## config.mk

```make
export PLATFORM = sky130hd
export DESIGN_NAME = ddr_phy_rd_timing
export DESIGN_NICKNAME = d
export VERILOG_FILES = /design/src/common/ddr_phy_rd_timing_pkg.sv /design/src/verilog/ddr_phy_rd_timing.sv /design/src/verilog/rdata_valid_ctl.sv /design/src/postamble/postamble_ctl.sv /design/src/verilog/latency_dpram.sv /design/src/verilog/lat_ctl_sync.sv
export SDC_FILE = /design/constraint.sdc
export NUM_CORES = 1
export LEC_CHECK = 0
export ABC_AREA = 1
export BUFFER_PORTS_ARGS = -buffer_cell sky130_fd_sc_hd__buf_2
export CAP_MARGIN = 0
export CELL_PAD_IN_SITES_DETAIL_PLACEMENT = 1
export CELL_PAD_IN_SITES_GLOBAL_PLACEMENT = 1
export CORE_MARGIN = 1
export CORE_UTILIZATION = 45
export CTS_CLUSTER_DIAMETER = 100
export CTS_CLUSTER_SIZE = 16
export DETAILED_ROUTE_END_ITERATION = 10
export PLACE_DENSITY_LB_ADDON = 0.1
export SYNTH_ARGS = -nofsm -noshare
export SYNTH_HDL_FRONTEND = slang
export SYNTH_SLANG_ARGS = --single-unit
```

## constraint.sdc

```tcl
create_clock -name phy_clk_1x -period 3.23 [get_ports phy_clk_1x]
set_input_delay 0.646 -clock phy_clk_1x [delete_from_list [all_inputs] [get_ports phy_clk_1x]]
set_output_delay 0.646 -clock phy_clk_1x [all_outputs]
set_load 0.05 [all_outputs]
```

## src/common/ddr_phy_rd_timing_pkg.sv

```systemverilog
package ddr_phy_rd_timing_pkg;

    // half-rate PHY, two memory beats per phy_clk_1x cycle
    localparam int DWIDTH_RATIO = 4;
    localparam int BEATS        = DWIDTH_RATIO / 2;  // width of every beat word

    // delay RAM address width, 64 words deep
    localparam int LAT_AWIDTH = 6;

    // reset distance between write and read pointers, in cycles
    localparam int POA_INITIAL_LAT = 13;
    localparam int RDV_INITIAL_LAT = 15;

    // postamble word while the sequencer protection override is high
    localparam logic [BEATS-1:0] POA_OVERRIDE_VAL = '1;

    // 1 = two-flop resync of sequencer levels, 0 = use levels directly
    localparam int LAT_CTL_RESYNC = 1;

endpackage
```

## src/verilog/ddr_phy_rd_timing.sv

```systemverilog
module ddr_phy_rd_timing (
    input  logic                                    phy_clk_1x,
    input  logic                                    reset_phy_clk_1x_n,

    // sequencer calibration levels
    input  logic                                    seq_poa_lat_inc_1x,
    input  logic                                    seq_poa_lat_dec_1x,
    input  logic                                    seq_poa_protection_override_1x,
    input  logic                                    seq_rdv_lat_inc_1x,
    input  logic                                    seq_rdv_lat_dec_1x,

    // from the controller, bit 0 is the earlier beat
    input  logic [ddr_phy_rd_timing_pkg::BEATS-1:0] ctl_doing_rd_beat,

    output logic [ddr_phy_rd_timing_pkg::BEATS-1:0] poa_postamble_en_preset,  // to DQS capture
    output logic [ddr_phy_rd_timing_pkg::BEATS-1:0] ctl_rdata_valid           // to controller
);

    // postamble enable, half-cycle adjustable
    postamble_ctl postamble_ctl_inst (
        .phy_clk_1x                     (phy_clk_1x),
        .reset_phy_clk_1x_n             (reset_phy_clk_1x_n),
        .seq_poa_lat_inc_1x             (seq_poa_lat_inc_1x),
        .seq_poa_lat_dec_1x             (seq_poa_lat_dec_1x),
        .seq_poa_protection_override_1x (seq_poa_protection_override_1x),
        .ctl_doing_rd_beat              (ctl_doing_rd_beat),
        .poa_postamble_en_preset        (poa_postamble_en_preset)
    );

    // read data valid, whole-cycle adjustable
    rdata_valid_ctl rdata_valid_ctl_inst (
        .phy_clk_1x         (phy_clk_1x),
        .reset_phy_clk_1x_n (reset_phy_clk_1x_n),
        .seq_rdv_lat_inc_1x (seq_rdv_lat_inc_1x),
        .seq_rdv_lat_dec_1x (seq_rdv_lat_dec_1x),
        .ctl_doing_rd_beat  (ctl_doing_rd_beat),
        .ctl_rdata_valid    (ctl_rdata_valid)
    );

endmodule

```

## src/verilog/rdata_valid_ctl.sv

```systemverilog
module rdata_valid_ctl (
    input  logic                                    phy_clk_1x,
    input  logic                                    reset_phy_clk_1x_n,
    input  logic                                    seq_rdv_lat_inc_1x,
    input  logic                                    seq_rdv_lat_dec_1x,
    input  logic [ddr_phy_rd_timing_pkg::BEATS-1:0] ctl_doing_rd_beat,
    output logic [ddr_phy_rd_timing_pkg::BEATS-1:0] ctl_rdata_valid
);
    import ddr_phy_rd_timing_pkg::*;

    logic                  inc_pulse;
    logic                  dec_pulse;
    logic [LAT_AWIDTH-1:0] wr_addr;
    logic [LAT_AWIDTH-1:0] next_wr_addr;
    logic [LAT_AWIDTH-1:0] rd_addr;

    lat_ctl_sync lat_ctl_sync_inst (
        .phy_clk_1x         (phy_clk_1x),
        .reset_phy_clk_1x_n (reset_phy_clk_1x_n),
        .lat_inc            (seq_rdv_lat_inc_1x),
        .lat_dec            (seq_rdv_lat_dec_1x),
        .inc_pulse          (inc_pulse),
        .dec_pulse          (dec_pulse)
    );

    // whole-cycle steps only
    always_comb
    begin
        if (dec_pulse)
        begin
            next_wr_addr = wr_addr;
        end
        else if (inc_pulse)
        begin
            next_wr_addr = wr_addr + LAT_AWIDTH'(2);
        end
        else
        begin
            next_wr_addr = wr_addr + LAT_AWIDTH'(1);
        end
    end

    always_ff @(posedge phy_clk_1x or negedge reset_phy_clk_1x_n)
    begin
        if (!reset_phy_clk_1x_n)
        begin
            wr_addr <= LAT_AWIDTH'(RDV_INITIAL_LAT);
            rd_addr <= '0;
        end
        else
        begin
            wr_addr <= next_wr_addr;
            rd_addr <= rd_addr + LAT_AWIDTH'(1);
        end
    end

    // beats are stored unshifted
    latency_dpram latency_dpram_inst (
        .phy_clk_1x (phy_clk_1x),
        .wr_addr    (wr_addr),
        .wr_data    (ctl_doing_rd_beat),
        .rd_addr    (rd_addr),
        .rd_data    (ctl_rdata_valid)
    );

endmodule

```

## src/postamble/postamble_ctl.sv

```systemverilog
module postamble_ctl (
    input  logic                                    phy_clk_1x,
    input  logic                                    reset_phy_clk_1x_n,
    input  logic                                    seq_poa_lat_inc_1x,
    input  logic                                    seq_poa_lat_dec_1x,
    input  logic                                    seq_poa_protection_override_1x,
    input  logic [ddr_phy_rd_timing_pkg::BEATS-1:0] ctl_doing_rd_beat,
    output logic [ddr_phy_rd_timing_pkg::BEATS-1:0] poa_postamble_en_preset
);
    import ddr_phy_rd_timing_pkg::*;

    logic                  inc_pulse;
    logic                  dec_pulse;
    logic [LAT_AWIDTH-1:0] wr_addr;
    logic [LAT_AWIDTH-1:0] next_wr_addr;
    logic [LAT_AWIDTH-1:0] rd_addr;
    logic [BEATS-1:0]      wr_data;
    logic                  bit_order;   // 1 = word straddles two cycles
    logic                  beat1_r;     // later beat of the previous cycle

    lat_ctl_sync lat_ctl_sync_inst (
        .phy_clk_1x         (phy_clk_1x),
        .reset_phy_clk_1x_n (reset_phy_clk_1x_n),
        .lat_inc            (seq_poa_lat_inc_1x),
        .lat_dec            (seq_poa_lat_dec_1x),
        .inc_pulse          (inc_pulse),
        .dec_pulse          (dec_pulse)
    );

    // word written into the delay RAM
    always_comb
    begin
        if (seq_poa_protection_override_1x)
        begin
            wr_data = POA_OVERRIDE_VAL;  // force enable on
        end
        else if (!bit_order)
        begin
            wr_data = ctl_doing_rd_beat;
        end
        else
        begin
            // half-cycle shift, previous beat 1 goes first
            wr_data = {ctl_doing_rd_beat[0], beat1_r};
        end
    end

    // half-cycle steps come from the bit order flip, whole cycles
    // from moving the write pointer
    always_comb
    begin
        next_wr_addr = wr_addr + LAT_AWIDTH'(1);
        if (dec_pulse)
        begin
            if (!bit_order)
            begin
                next_wr_addr = wr_addr;  // hold, one cycle less
            end
        end
        else if (inc_pulse)
        begin
            if (bit_order)
            begin
                next_wr_addr = wr_addr + LAT_AWIDTH'(2);
            end
        end
    end

    always_ff @(posedge phy_clk_1x or negedge reset_phy_clk_1x_n)
    begin
        if (!reset_phy_clk_1x_n)
        begin
            wr_addr   <= LAT_AWIDTH'(POA_INITIAL_LAT);
            rd_addr   <= '0;
            bit_order <= 1'b1;
            beat1_r   <= 1'b0;
        end
        else
        begin
            wr_addr <= next_wr_addr;
            rd_addr <= rd_addr + LAT_AWIDTH'(1);  // free running, wraps
            beat1_r <= ctl_doing_rd_beat[BEATS-1];
            if (inc_pulse || dec_pulse)
            begin
                bit_order <= ~bit_order;  // every step moves half a cycle
            end
        end
    end

    latency_dpram latency_dpram_inst (
        .phy_clk_1x (phy_clk_1x),
        .wr_addr    (wr_addr),
        .wr_data    (wr_data),
        .rd_addr    (rd_addr),
        .rd_data    (poa_postamble_en_preset)
    );

endmodule

```

## src/verilog/latency_dpram.sv

```systemverilog
module latency_dpram (
    input  logic                                         phy_clk_1x,
    input  logic [ddr_phy_rd_timing_pkg::LAT_AWIDTH-1:0] wr_addr,
    input  logic [ddr_phy_rd_timing_pkg::BEATS-1:0]      wr_data,
    input  logic [ddr_phy_rd_timing_pkg::LAT_AWIDTH-1:0] rd_addr,
    output logic [ddr_phy_rd_timing_pkg::BEATS-1:0]      rd_data
);
    import ddr_phy_rd_timing_pkg::*;

    localparam int DEPTH = 2 ** LAT_AWIDTH;

    // one beat word per address, powers up cleared
    logic [BEATS-1:0] mem [0:DEPTH-1] = '{default: '0};

    // write port is enabled every cycle
    always_ff @(posedge phy_clk_1x)
    begin
        mem[wr_addr] <= wr_data;
    end

    // registered read, data one cycle after the address
    always_ff @(posedge phy_clk_1x)
    begin
        rd_data <= mem[rd_addr];
    end

endmodule

```

## src/verilog/lat_ctl_sync.sv

```systemverilog
module lat_ctl_sync (
    input  logic phy_clk_1x,
    input  logic reset_phy_clk_1x_n,
    input  logic lat_inc,
    input  logic lat_dec,
    output logic inc_pulse,
    output logic dec_pulse
);
    import ddr_phy_rd_timing_pkg::*;

    logic inc_sync;
    logic dec_sync;
    logic inc_sync_d;  // previous synchronized level, for edge detect
    logic dec_sync_d;
    logic inc_rise;
    logic dec_rise;

    generate
        if (LAT_CTL_RESYNC != 0)
        begin : g_resync
            logic inc_meta;
            logic dec_meta;

            // two-flop synchronizer per level
            always_ff @(posedge phy_clk_1x or negedge reset_phy_clk_1x_n)
            begin
                if (!reset_phy_clk_1x_n)
                begin
                    inc_meta <= 1'b0;
                    dec_meta <= 1'b0;
                    inc_sync <= 1'b0;
                    dec_sync <= 1'b0;
                end
                else
                begin
                    inc_meta <= lat_inc;
                    dec_meta <= lat_dec;
                    inc_sync <= inc_meta;
                    dec_sync <= dec_meta;
                end
            end
        end
        else
        begin : g_direct
            assign inc_sync = lat_inc;  // levels already in this domain
            assign dec_sync = lat_dec;
        end
    endgenerate

    assign inc_rise = inc_sync & ~inc_sync_d;
    assign dec_rise = dec_sync & ~dec_sync_d;

    always_ff @(posedge phy_clk_1x or negedge reset_phy_clk_1x_n)
    begin
        if (!reset_phy_clk_1x_n)
        begin
            inc_sync_d <= 1'b0;
            dec_sync_d <= 1'b0;
            inc_pulse  <= 1'b0;
            dec_pulse  <= 1'b0;
        end
        else
        begin
            inc_sync_d <= inc_sync;
            dec_sync_d <= dec_sync;
            dec_pulse  <= dec_rise;
            inc_pulse  <= inc_rise & ~dec_rise;  // decrement wins a tie
        end
    end

endmodule

```

# Yosys cells after proc, flatten, opt, wreduce, memory -nomap -nowiden
# Memories as Yosys holds them, arrays and structs flattened. A register that Yosys moved wholly into a read port is not among the register bits.
# Cells that the tools add are included.
dict set report totals {
  register_bits 42
  latchBits 0
  ram_bits 256
  mem_bits_ro 0
  out_inout_bits 4
  wordCells 52
  mem_count 2
}
# memory depth word_bits rd rd_ports_with_merged_regs write_ports line
set memory_table {}
lappend memory_table {postamble_ctl_inst.latency_dpram_inst.mem 64 2 1 1 1 latency_dpram.sv:13} ;# logic [BEATS-1:0] mem [0:DEPTH-1] = '{default: '0};
lappend memory_table {rdata_valid_ctl_inst.latency_dpram_inst.mem 64 2 1 1 1 latency_dpram.sv:13}
dict set report classes {
  addsub 6
  n_mul 0
  n_div 0
  n_lt_le_gt_ge 0
  n_eq_ne 1
  n_shift 0
  muxes 7
  bitwise_logic 13
  reduce_logical 1
}
# op n
set ops {}
lappend ops {{6-bit two-way mux} 5}
lappend ops {{6-bit by 1-bit adder with 6-bit output (second input constant)} 4}
lappend ops {{6-bit by 2-bit adder with 6-bit output (second input constant)} 2}
lappend ops {{1-bit NOT} 7}
lappend ops {{1-bit AND} 6}
lappend ops {{2-bit two-way mux} 2}
lappend ops {{2-bit by 1-bit inequality test with 1-bit output (second input constant)} 1}
lappend ops {{1-bit logical OR} 1}

# Depth between registers and ports, before layout
# Gate-level depths: netlist of the first run.
dict set report logic_depth {
  depth_word 4
  depth_mapped 11
  ltp_nobuf 10
}

# Modules after synthesis
# Synthesis of the first run repeated with hierarchy kept, for this count alone.
dict set report unflattened {
  cells_unflattened 1197
  hier_area_um2 12857.3
}
# module n_inst cells_per_inst area_per_inst_um2
set by_module_without_submodules {}
lappend by_module_without_submodules {latency_dpram 2 516 5564.1}
lappend by_module_without_submodules {postamble_ctl 1 76 706.9}
lappend by_module_without_submodules {rdata_valid_ctl 1 63 579.3}
lappend by_module_without_submodules {lat_ctl_sync 2 13 221.5}

# Worst setup path before layout of the first run
# Ideal clock, no wire load.
dict set report synth_timing {
  path_kind {input-to-reg}
  startpoint {input port seq_poa_protection_override_1x}
  endpoint {memory postamble_ctl_inst.latency_dpram_inst.mem[0][0] in the netlist's numbering, data pin}
  arrival_ns 1.499
  required_time_ns 2.629
  setup_slack_ns 1.130
  path_stages 2
  path_buffers 0
  path_cell_list {inv_1 nand3_1}
}
dict set report synth_between {
  elab_chain_len 1
}
# item line
set synth_lines {}
lappend synth_lines {{start, declared} ddr_phy_rd_timing.sv:8} ;# input logic seq_poa_protection_override_1x,
lappend synth_lines {{2-bit two-way mux} postamble_ctl.sv:33} ;# if (seq_poa_protection_override_1x)
lappend synth_lines {{via postamble_ctl_inst.latency_dpram_inst.wr_data (one bit)} latency_dpram.sv:4} ;# input logic [ddr_phy_rd_timing_pkg::BEATS-1:0] wr_data,
lappend synth_lines {{end, declared} latency_dpram.sv:13}
# The timed path passes the listed nets, and every way through them passes these cells.

# Worst setup path after layout of the first run
dict set report layout_timing {
  startpoint {register postamble_ctl_inst.bit_order}
  endpoint {memory postamble_ctl_inst.latency_dpram_inst.mem[19][0] in the netlist's numbering, data pin}
}
dict set report layout_between {
  elab_chain_len 2
}
# item line
set layout_lines {}
lappend layout_lines {{start, declared} postamble_ctl.sv:18} ;# logic bit_order;
lappend layout_lines {{start signal, assigned} postamble_ctl.sv:85} ;# bit_order <= ~bit_order;
lappend layout_lines {{2-bit two-way mux} postamble_ctl.sv:37} ;# else if (!bit_order)
lappend layout_lines {{2-bit two-way mux} postamble_ctl.sv:33}
lappend layout_lines {{via postamble_ctl_inst.latency_dpram_inst.wr_data (one bit)} latency_dpram.sv:4}
# The timed path passes the listed nets, and every way through them passes these cells.

==> results of run 1 <==
## sequential cells by signal, summed over array words and instances, names as in the netlist, 2 cells and up
name,cells
rdata_valid_ctl_inst.latency_dpram_inst.mem,128
rdata_valid_ctl_inst.wr_addr,6
rdata_valid_ctl_inst.latency_dpram_inst.rd_data,2
postamble_ctl_inst.rd_addr,6
rdata_valid_ctl_inst.rd_addr,6
postamble_ctl_inst.latency_dpram_inst.rd_data,2
postamble_ctl_inst.latency_dpram_inst.mem,128
postamble_ctl_inst.wr_addr,6
## cell families after synthesis
logic type	after synthesis	synth area share (%)
simple gates	733	22.7
xor+xnor	16	1.08
flops	302	68.3
buf+inv	112	3.90
fa+ha+maj	12	1.16
compound gates	70	2.83
## power by group through the flow
stage	Combinational (mW)	Clock [mW]	Sequential [mW]
3_5_place_dp	1.51	0	5.01
6_report	1.50	2.67	4.92
5_1_grt	1.67	2.84	4.96
2_1_floorplan	0.894	0	4.94
3_3_place_gp	1.47	0	4.99
4_1_cts	1.52	2.73	4.92
## final cells by class
cell class,count,area (sq um),area share (%)
Inverter,68,255,1.82
Timing Repair Buffer,27,173,1.23
Multi-Input combinational cell,831,3610,25.8
Sequential cell,302,8830,63.1
Tap cell,378,473,3.38
Clock buffer,40,649,4.64
## through the flow
stage	setup WS, ps	hold WS [ps]	cells	area [sq um]	total power, mW
finish	1120	133	1646	14000	9.10
global route	1010	144	1646	14000	9.47
CTS	1110	127	1646	14000	9.17
detailed placement	951	338	1606	13300	6.52
global placement	961	335	1606	13300	6.47
floorplan	1130	331	1245	12900	5.83
## per-layer routing
metal	part of all wire (%)	routed length [um]	track usage, %	up-vias
li1	-	-	-	4151
met1	48	15400	33.7	4355
met2	47	15000	36.6	130
met3	3.4	1100	2.23	38
met4	1.9	624	5.09	0
met5	0	0	0	-
## worst min-delay path by stage
stage | startpoint | end | slack (ps) | depth (start not counted)
after floorplan | register | postamble_ctl_inst.lat_ctl_sync_inst.dec_sync | 330 | 0
after global placement | register | rdata_valid_ctl_inst.lat_ctl_sync_inst.dec_sync | 330 | 0
after detailed placement | register | postamble_ctl_inst.lat_ctl_sync_inst.inc_sync | 340 | 0
after CTS | reset_phy_clk_1x_n | postamble_ctl_inst.rd_addr[2] | 130 | 1
after global routing | reset_phy_clk_1x_n | rdata_valid_ctl_inst.rd_addr[1] | 140 | 1
final | reset_phy_clk_1x_n | postamble_ctl_inst.rd_addr[0] | 130 | 1
## placed cells by master (no fill, tap or decap), types with 2 or more instances in the layout
master,instances
a21oi_1,19
buf_2,12
buf_4,15
clkbuf_1,16
clkbuf_16,23
clkinv_1,4
dfrtp_1,32
dfrtp_2,2
dfstp_2,8
dfxtp_1,4
edfxtp_1,256
ha_1,12
inv_1,61
inv_2,3
nand2_1,361
nand3_1,124
nand3_2,2
nor2_1,237
nor3_2,2
nor3b_1,2
o21ai_0,36
o21ai_1,9
xor2_1,16
==> summary.txt, run 1 <==
Yosys
  – Top cells by area, synth: edfxtp_1 59%, nand2_1 10%, nor2_1 6.9%
  – Cell with the most instances after synthesis: nand2_1
  – Syn nets: 1266
  – Post-synth ARST share: between 10 and 15%
  – Main synth FF type: edfxtp_1
  – Most frequent cells after synthesis: 361 x nand2_1, 256 x edfxtp_1, 237 x nor2_1, 126 x nand3_1, 61 x inv_1
  – YS warnings: 0
  – Yosys reg bits: ~300
  – Area leader, netlist: edfxtp_1
  – Seq/Total Area, Yosys: around two thirds
  – Post-synth cell types: 32
  – Post-synth EDFFs: roughly 260
  – Post-synth top area share: between 50% and 60%
  – Synthesized area: roughly 0.013 sq mm
  – Cells after Synth: roughly 1200
  – Syn Area/Cell: 10.4 sq um

Power
  – Switching share of power: around 30%
  – VDD IR-drop max: about 0.00052 V
  – Clock Power Share: between 20 and 30%
  – PwrDens: between 600 and 700 mW/mm^2
  – Comb power frac: ~17%
  – Cell-internal power: 6.38 mW
  – Sw Pwr: 2.72 mW
  – LEAKAGE: roughly 5.3 nW
  – Sequential share of power: between 50% and 60%

Worst setup path
  – WP data required: between 3000 and 4000 ps
  – Setup crit start: postamble_ctl_inst.bit_order
  – Crit-path max FO: 36
  – Critical path type: register to register
  – Worst path top cell family by delay: simple AND/OR/NAND/NOR gates
  – CP peak stage delay: about 620 ps
  – Worst reg-to-reg setup slack: between 1000 and 1500 ps
  – Levels on crit path: 4
  – Crit-path slowest cell: nand3_2
  – Worst R2R Path Depth: 4
  – Critical Path, Cell by Cell: inv_1 > nand2_1 > nand3_2 > buf_4
  – RR Endpoint: postamble_ctl_inst.latency_dpram_inst.mem[19][0]
  – CP arrival: between 2000 and 2500 ps
  – CP endpoint: postamble_ctl_inst.latency_dpram_inst.mem[19][0]
  – Worst r2r src: postamble_ctl_inst.bit_order
  – Crit end category: register
  – Buf/Inv on CP: 2
  – Crit start category: register

CTS
  – Clock tree buffer depth: 3
  – Hold Buf Count CTS: 0
  – Setup repair bufs after CTS: 0
  – CTS tree: built
  – Clk pin slew, worst setup/hold paths: about 70 ps
  – Clk sink count: roughly 300
  – Worst-Skew Late Latency: between 500 and 600 ps
  – Root Driver: clkbuf_16
  – Number of buffers created by CTS: 22
  – Post-cts resize count: 0
  – CTS H-tree lvls: 1

Timing
  – Clock Skew: about 20 ps
  – Rel. slew slack: between 40 and 50%
  – Peak Freq: around 470 MHz
  – Worst Tran Pin Value: roughly 850 ps
  – Setup violators final: 0
  – Hold Fails Final Rpt: 0
  – Fin crit period: between 2000 and 2500 ps
  – Tcrit/Tclk final: 65.4%
  – Setup TNS Final: 0 ps
  – RSZ-0062 raised after global routing: no
  – Slew Limit Fails: 0

Drt
  – First-pass iteration count of the detailed router: 5
  – Residual DRC count: 0
  – Antenna Violating Nets Remaining: 0
  – DRT iter0 DRCs: 600
  – Vias per Instance: ~5.3
  – Avg WL per Cell: about 20 um
  – Total wire length: approximately 32000 um
  – DR vias: slightly below 9000

Layout
  – Number of inserted diodes: 0
  – Synthesis-to-layout area growth: 8.19%
  – Final net count: 1273
  – Fraction of layout cells with a size suffix above 1: 5.44%
  – Filler cells: 3084
  – Util after Layout: 49.9%

GRT
  – Initial antenna violation count: 0
  – Vias in the first global route: 9030
  – GRT overflow: 0
  – Global router's overall resource usage: 22.8%
  – First-pass GRT wire length: between 50000 and 60000 um
  – Largest net degree at the start of global routing: 68

Die
  – FP Rows: roughly 60
  – Die W: around 170 um
  – Die Height: roughly 170 um
  – Io pins: 13
  – Die footprint: around 0.029 sq mm
  – Core area: ~0.028 sq mm
  – Initial Util: between 40% and 50%

Placement
  – Routability Congestion: 0.806
  – Post-DP HPWL: 20500 um
  – I/O Buffers: 12

Status
  – Status: complete, no violations

Run
  – Max cap viols: 0

Min path
  – Hold Crit Class: input port to async pin
Note: power is estimated with default switching activity, not from simulation.
==> run 2, diff against run 1 <==
Settings changed: ABC_AREA 1 to 0.
Clock period 3.23 ns to 2.05 ns, I/O delays scaled along.
==> run 2 against run 1 <==
  * Combinational power increased by 56%
  * Routed wire length decreased by 12%
  * Sequential share of layout area up 0.18 points
  * Cell count down 27%
  * Die area shrank 3.2%
  * Flip-flop and latch count stayed put
  * Sequential power up 59%
  * Critical endpoint is now postamble_ctl_inst.latency_dpram_inst.rd_data[0]
==> summary.txt, run 2 <==
Status
  – Status: complete, no violations

Drt
  – Total wire length: 28400 um (-12%)
  – First-pass iteration count of the detailed router: 4 (-1)
  – DRT iter0 DRCs: 603 (+0.50%)
  – Antenna Violating Nets Remaining: 0 (unchanged)
  – Residual DRC count: 0 (unchanged)
  – DR vias: 6733 (-22%)
  – Vias per Instance: 5.61 (+6.5%)
  – Avg WL per Cell: 23.7 um (+21%)

Timing
  – Rel. slew slack: 55.4% (+12 points)
  – Setup TNS Final: 0 ps (unchanged)
  – Clock Skew: 14.5 ps (-5.20 ps)
  – RSZ-0062 raised after global routing: yes
  – Smallest hold slack: 355 ps (+222 ps)
  – Peak Freq: 503 MHz (+6.1%)
  – Hold Fails Final Rpt: 0 (unchanged)
  – Worst Tran Pin Value: 669 ps (-179 ps)
  – Setup violators final: 0 (unchanged)
  – Tcrit/Tclk final: 97.1% (+32 points)
  – Fin crit period: 1990 ps (-122 ps)
  – Final setup margin: 60.3 ps (-1060 ps)
  – Slew Limit Fails: 0 (unchanged)

Yosys
  – Synthesized area: 0.0125 sq mm (-3.3%)
  – Main synth FF type: edfxtp_1
  – Most frequent cells after synthesis: 256 x edfxtp_1, 144 x nor2_1, 44 x mux4_2, 34 x dfrtp_1, 32 x nand2_1
  – Area leader, netlist: edfxtp_1
  – YS warnings: 0 (unchanged)
  – Post-synth EDFFs: 256 (unchanged)
  – Syn nets: 798 (-37%)
  – Cells after Synth: 777 (-38%)
  – Post-Synth Adder-Cell Area: 1.20% (+0.039 points)
  – Syn Area/Cell: 16.1 sq um (+55%)
  – Mux cell area share after synthesis: 13.1% (+13 points)
  – Cell with the most instances after synthesis: edfxtp_1
  – Largest family of logic cells by synthesized area: multiplexers
  – Xor/xnor share of the synthesized area: 1.26% (+0.18 points)
  – Top cells by area, synth: edfxtp_1 61%, mux4_2 7.9%, dfrtp_1 6.8%
  – Seq/Total Area, Yosys: 70.6% (+2.3 points)
  – Yosys reg bits: 302 (unchanged)
  – Post-synthesis compound-gate area fraction: 2.50% (-0.32 points)
  – Post-synth top area share: 61.5% (+2.0 points)
  – Synth Area in Simple Gates: 9.05% (-14 points)
  – Post-synth cell types: 55 (+72%)
  – Post-synth ARST share: 13.9% (unchanged)

Placement
  – Inst Count DP: 1145 (-29%)
  – Routability Congestion: 0.783 (-2.9%)
  – Place WS: -7.51 ps (-959 ps)
  – Post-DP HPWL: 18700 um (-8.8%)
  – I/O Buffers: 12 (unchanged)
  – Placed cell areas: 0.0131 sq mm (-1.5%)

Power
  – Sequential share of power: 54.9% (+0.8 points)
  – Comb power frac: 16.4% (about the same)
  – Switching share of power: 28.9% (-1.0 points)
  – LEAKAGE: 4.60 nW (-13%)
  – PwrDens: 1020 mW/mm^2 (+57%)
  – Sw Pwr: 4.12 mW (+52%)
  – Clock Power Share: 28.7% (-0.7 points)
  – VDD IR-drop max: 0.000708 V (+36%)
  – Cell-internal power: 10.2 mW (+59%)
  – Total power: 14.3 mW (+57%)

Layout
  – Util after Layout: 51.5% (+1.5 points)
  – Synthesis-to-layout area growth: 11.5%
  – Most frequent cells in the layout: 256 x edfxtp_1, 144 x nor2_1, 45 x mux4_2, 38 x buf_4, 32 x nand2_1
  – Top Registers: postamble_ctl_inst.latency_dpram_inst.mem x128, rdata_valid_ctl_inst.latency_dpram_inst.mem x128
  – Number of inserted diodes: 0 (unchanged)
  – Fin area: 0.0139 sq mm (-0.28%)
  – Layout Cells excl Fill: 1200 (-27%)
  – Commonest non-fill, non-tap cell in the layout: edfxtp_1
  – Fraction of layout cells with a size suffix above 1: 19.1% (+14 points)
  – Final net count: 833 (-35%)

Worst setup path
  – Crit end category: register
  – Worst path top cell family by delay: multiplexers
  – Buf/Inv on CP: 1 (-1)
  – Critical path type: register to register
  – RR Endpoint: postamble_ctl_inst.latency_dpram_inst.rd_data[0]
  – WP data required: 2450 ps (-1040 ps)
  – Worst R2R Path Depth: 6 (+2)
  – Crit-path slowest cell: mux4_1
  – Critical Path, Cell by Cell: buf_12 > mux4_1 > mux2_2 > a21oi_2 > a311o_1 > nor3_1
  – CP peak stage delay: 570 ps (-50 ps)
  – Worst reg-to-reg setup slack: 60 ps (-1060 ps)
  – Setup crit start: postamble_ctl_inst.rd_addr[0]
  – Worst r2r src: postamble_ctl_inst.rd_addr[0]
  – Crit start category: register
  – Crit-path max FO: 10 (-72%)
  – CP arrival: 2390 ps (+20 ps)

Die
  – Io pins: 13 (unchanged)
  – Initial Util: 46.1% (about the same)
  – Die footprint: 0.0285 sq mm (-3.2%)
  – Die W: 169 um (-1.6%)
  – Core area: 0.0271 sq mm (-3.2%)
  – FP Rows: 60 (-1.6%)
  – Die Height: 169 um (-1.6%)

Min path
  – WHS Endpoint: rdata_valid_ctl_inst.lat_ctl_sync_inst.dec_sync
  – Hold Crit Class: register to register
  – Worst hold stages: 0

CTS
  – Root Driver: clkbuf_16
  – CTS H-tree lvls: 1 (unchanged)
  – Clk sink count: 302 (unchanged)
  – Number of buffers created by CTS: 22 (unchanged)
  – Clock tree buffer depth: 3 (unchanged)
  – Clk pin slew, worst setup/hold paths: 70 ps (about the same)
  – Worst-Skew Late Latency: 520 ps (about the same)
  – CTS tree: built

GRT
  – Vias in the first global route: 7189 (-20%)
  – Largest net degree at the start of global routing: 66 (-2.9%)
  – GRT overflow: 0 (unchanged)
  – First-pass GRT wire length: 43500 um (-14%)
  – Global router's overall resource usage: 20.5% (-2.3 points)
  – Initial antenna violation count: 0 (unchanged)

Run
  – Max cap viols: 0 (unchanged)
==> run 2: timing repair <==
action                                  in CTS  in global routing
endpoints found under the setup margin       1                  7
gates resized for setup                      2                  7
setup buffers                                1                  9
pin swaps                                    0                  2
endpoints found under the hold margin       20                  0
hold buffers                                 5                  0
==> run 2: cell families after synthesis <==
logic type	after synthesis
adders and majority gates	12
buffers and inverters	60
xor gates and xnor gates	18
muxes	87
AOI/OAI and AO/OA	46
and+or+nand+nor	252
DFF	302
==> run 2: layout make-up <==
| class | instances | area, sq um |
|---|---|---|
| fillers | 2534 | 13200 |
| flip-flops and latches | 302 | 8830 |
| multi-input cells | 415 | 3420 |
| clock buffers | 39 | 624 |
| repair buffers | 64 | 567 |
| well taps | 372 | 465 |
| inverters | 7 | 26.3 |
| clock inverters | 1 | 16.3 |
==> run 2: how the worst max path moves through the flow <==
stage	depth (start not counted)	end
global placement	6	postamble_ctl_inst.latency_dpram_inst.rd_data[0]
CTS	6	postamble_ctl_inst.latency_dpram_inst.rd_data[0]
finish	6	postamble_ctl_inst.latency_dpram_inst.rd_data[0]
floorplan	2	postamble_ctl_inst.latency_dpram_inst.mem[0][1]
global route	6	postamble_ctl_inst.latency_dpram_inst.rd_data[0]
detailed placement	6	postamble_ctl_inst.latency_dpram_inst.rd_data[0]
==> run 2: per-layer routing <==
metal	global-route usage, %	wire [um]
met1	31.2	13700
met2	32.2	13100
met3	2.62	1050
met4	3.95	498
met5	0	0
==> run 2: power groups by stage <==
stage | Sequential (mW) | Combinational (mW) | Clock (mW)
2_1_floorplan | 7.66 | 1.60 | 0
3_3_place_gp | 7.94 | 2.24 | 0
3_5_place_dp | 7.98 | 2.36 | 0
4_1_cts | 7.84 | 2.37 | 4.21
5_1_grt | 7.92 | 2.59 | 4.37
6_report | 7.84 | 2.34 | 4.10
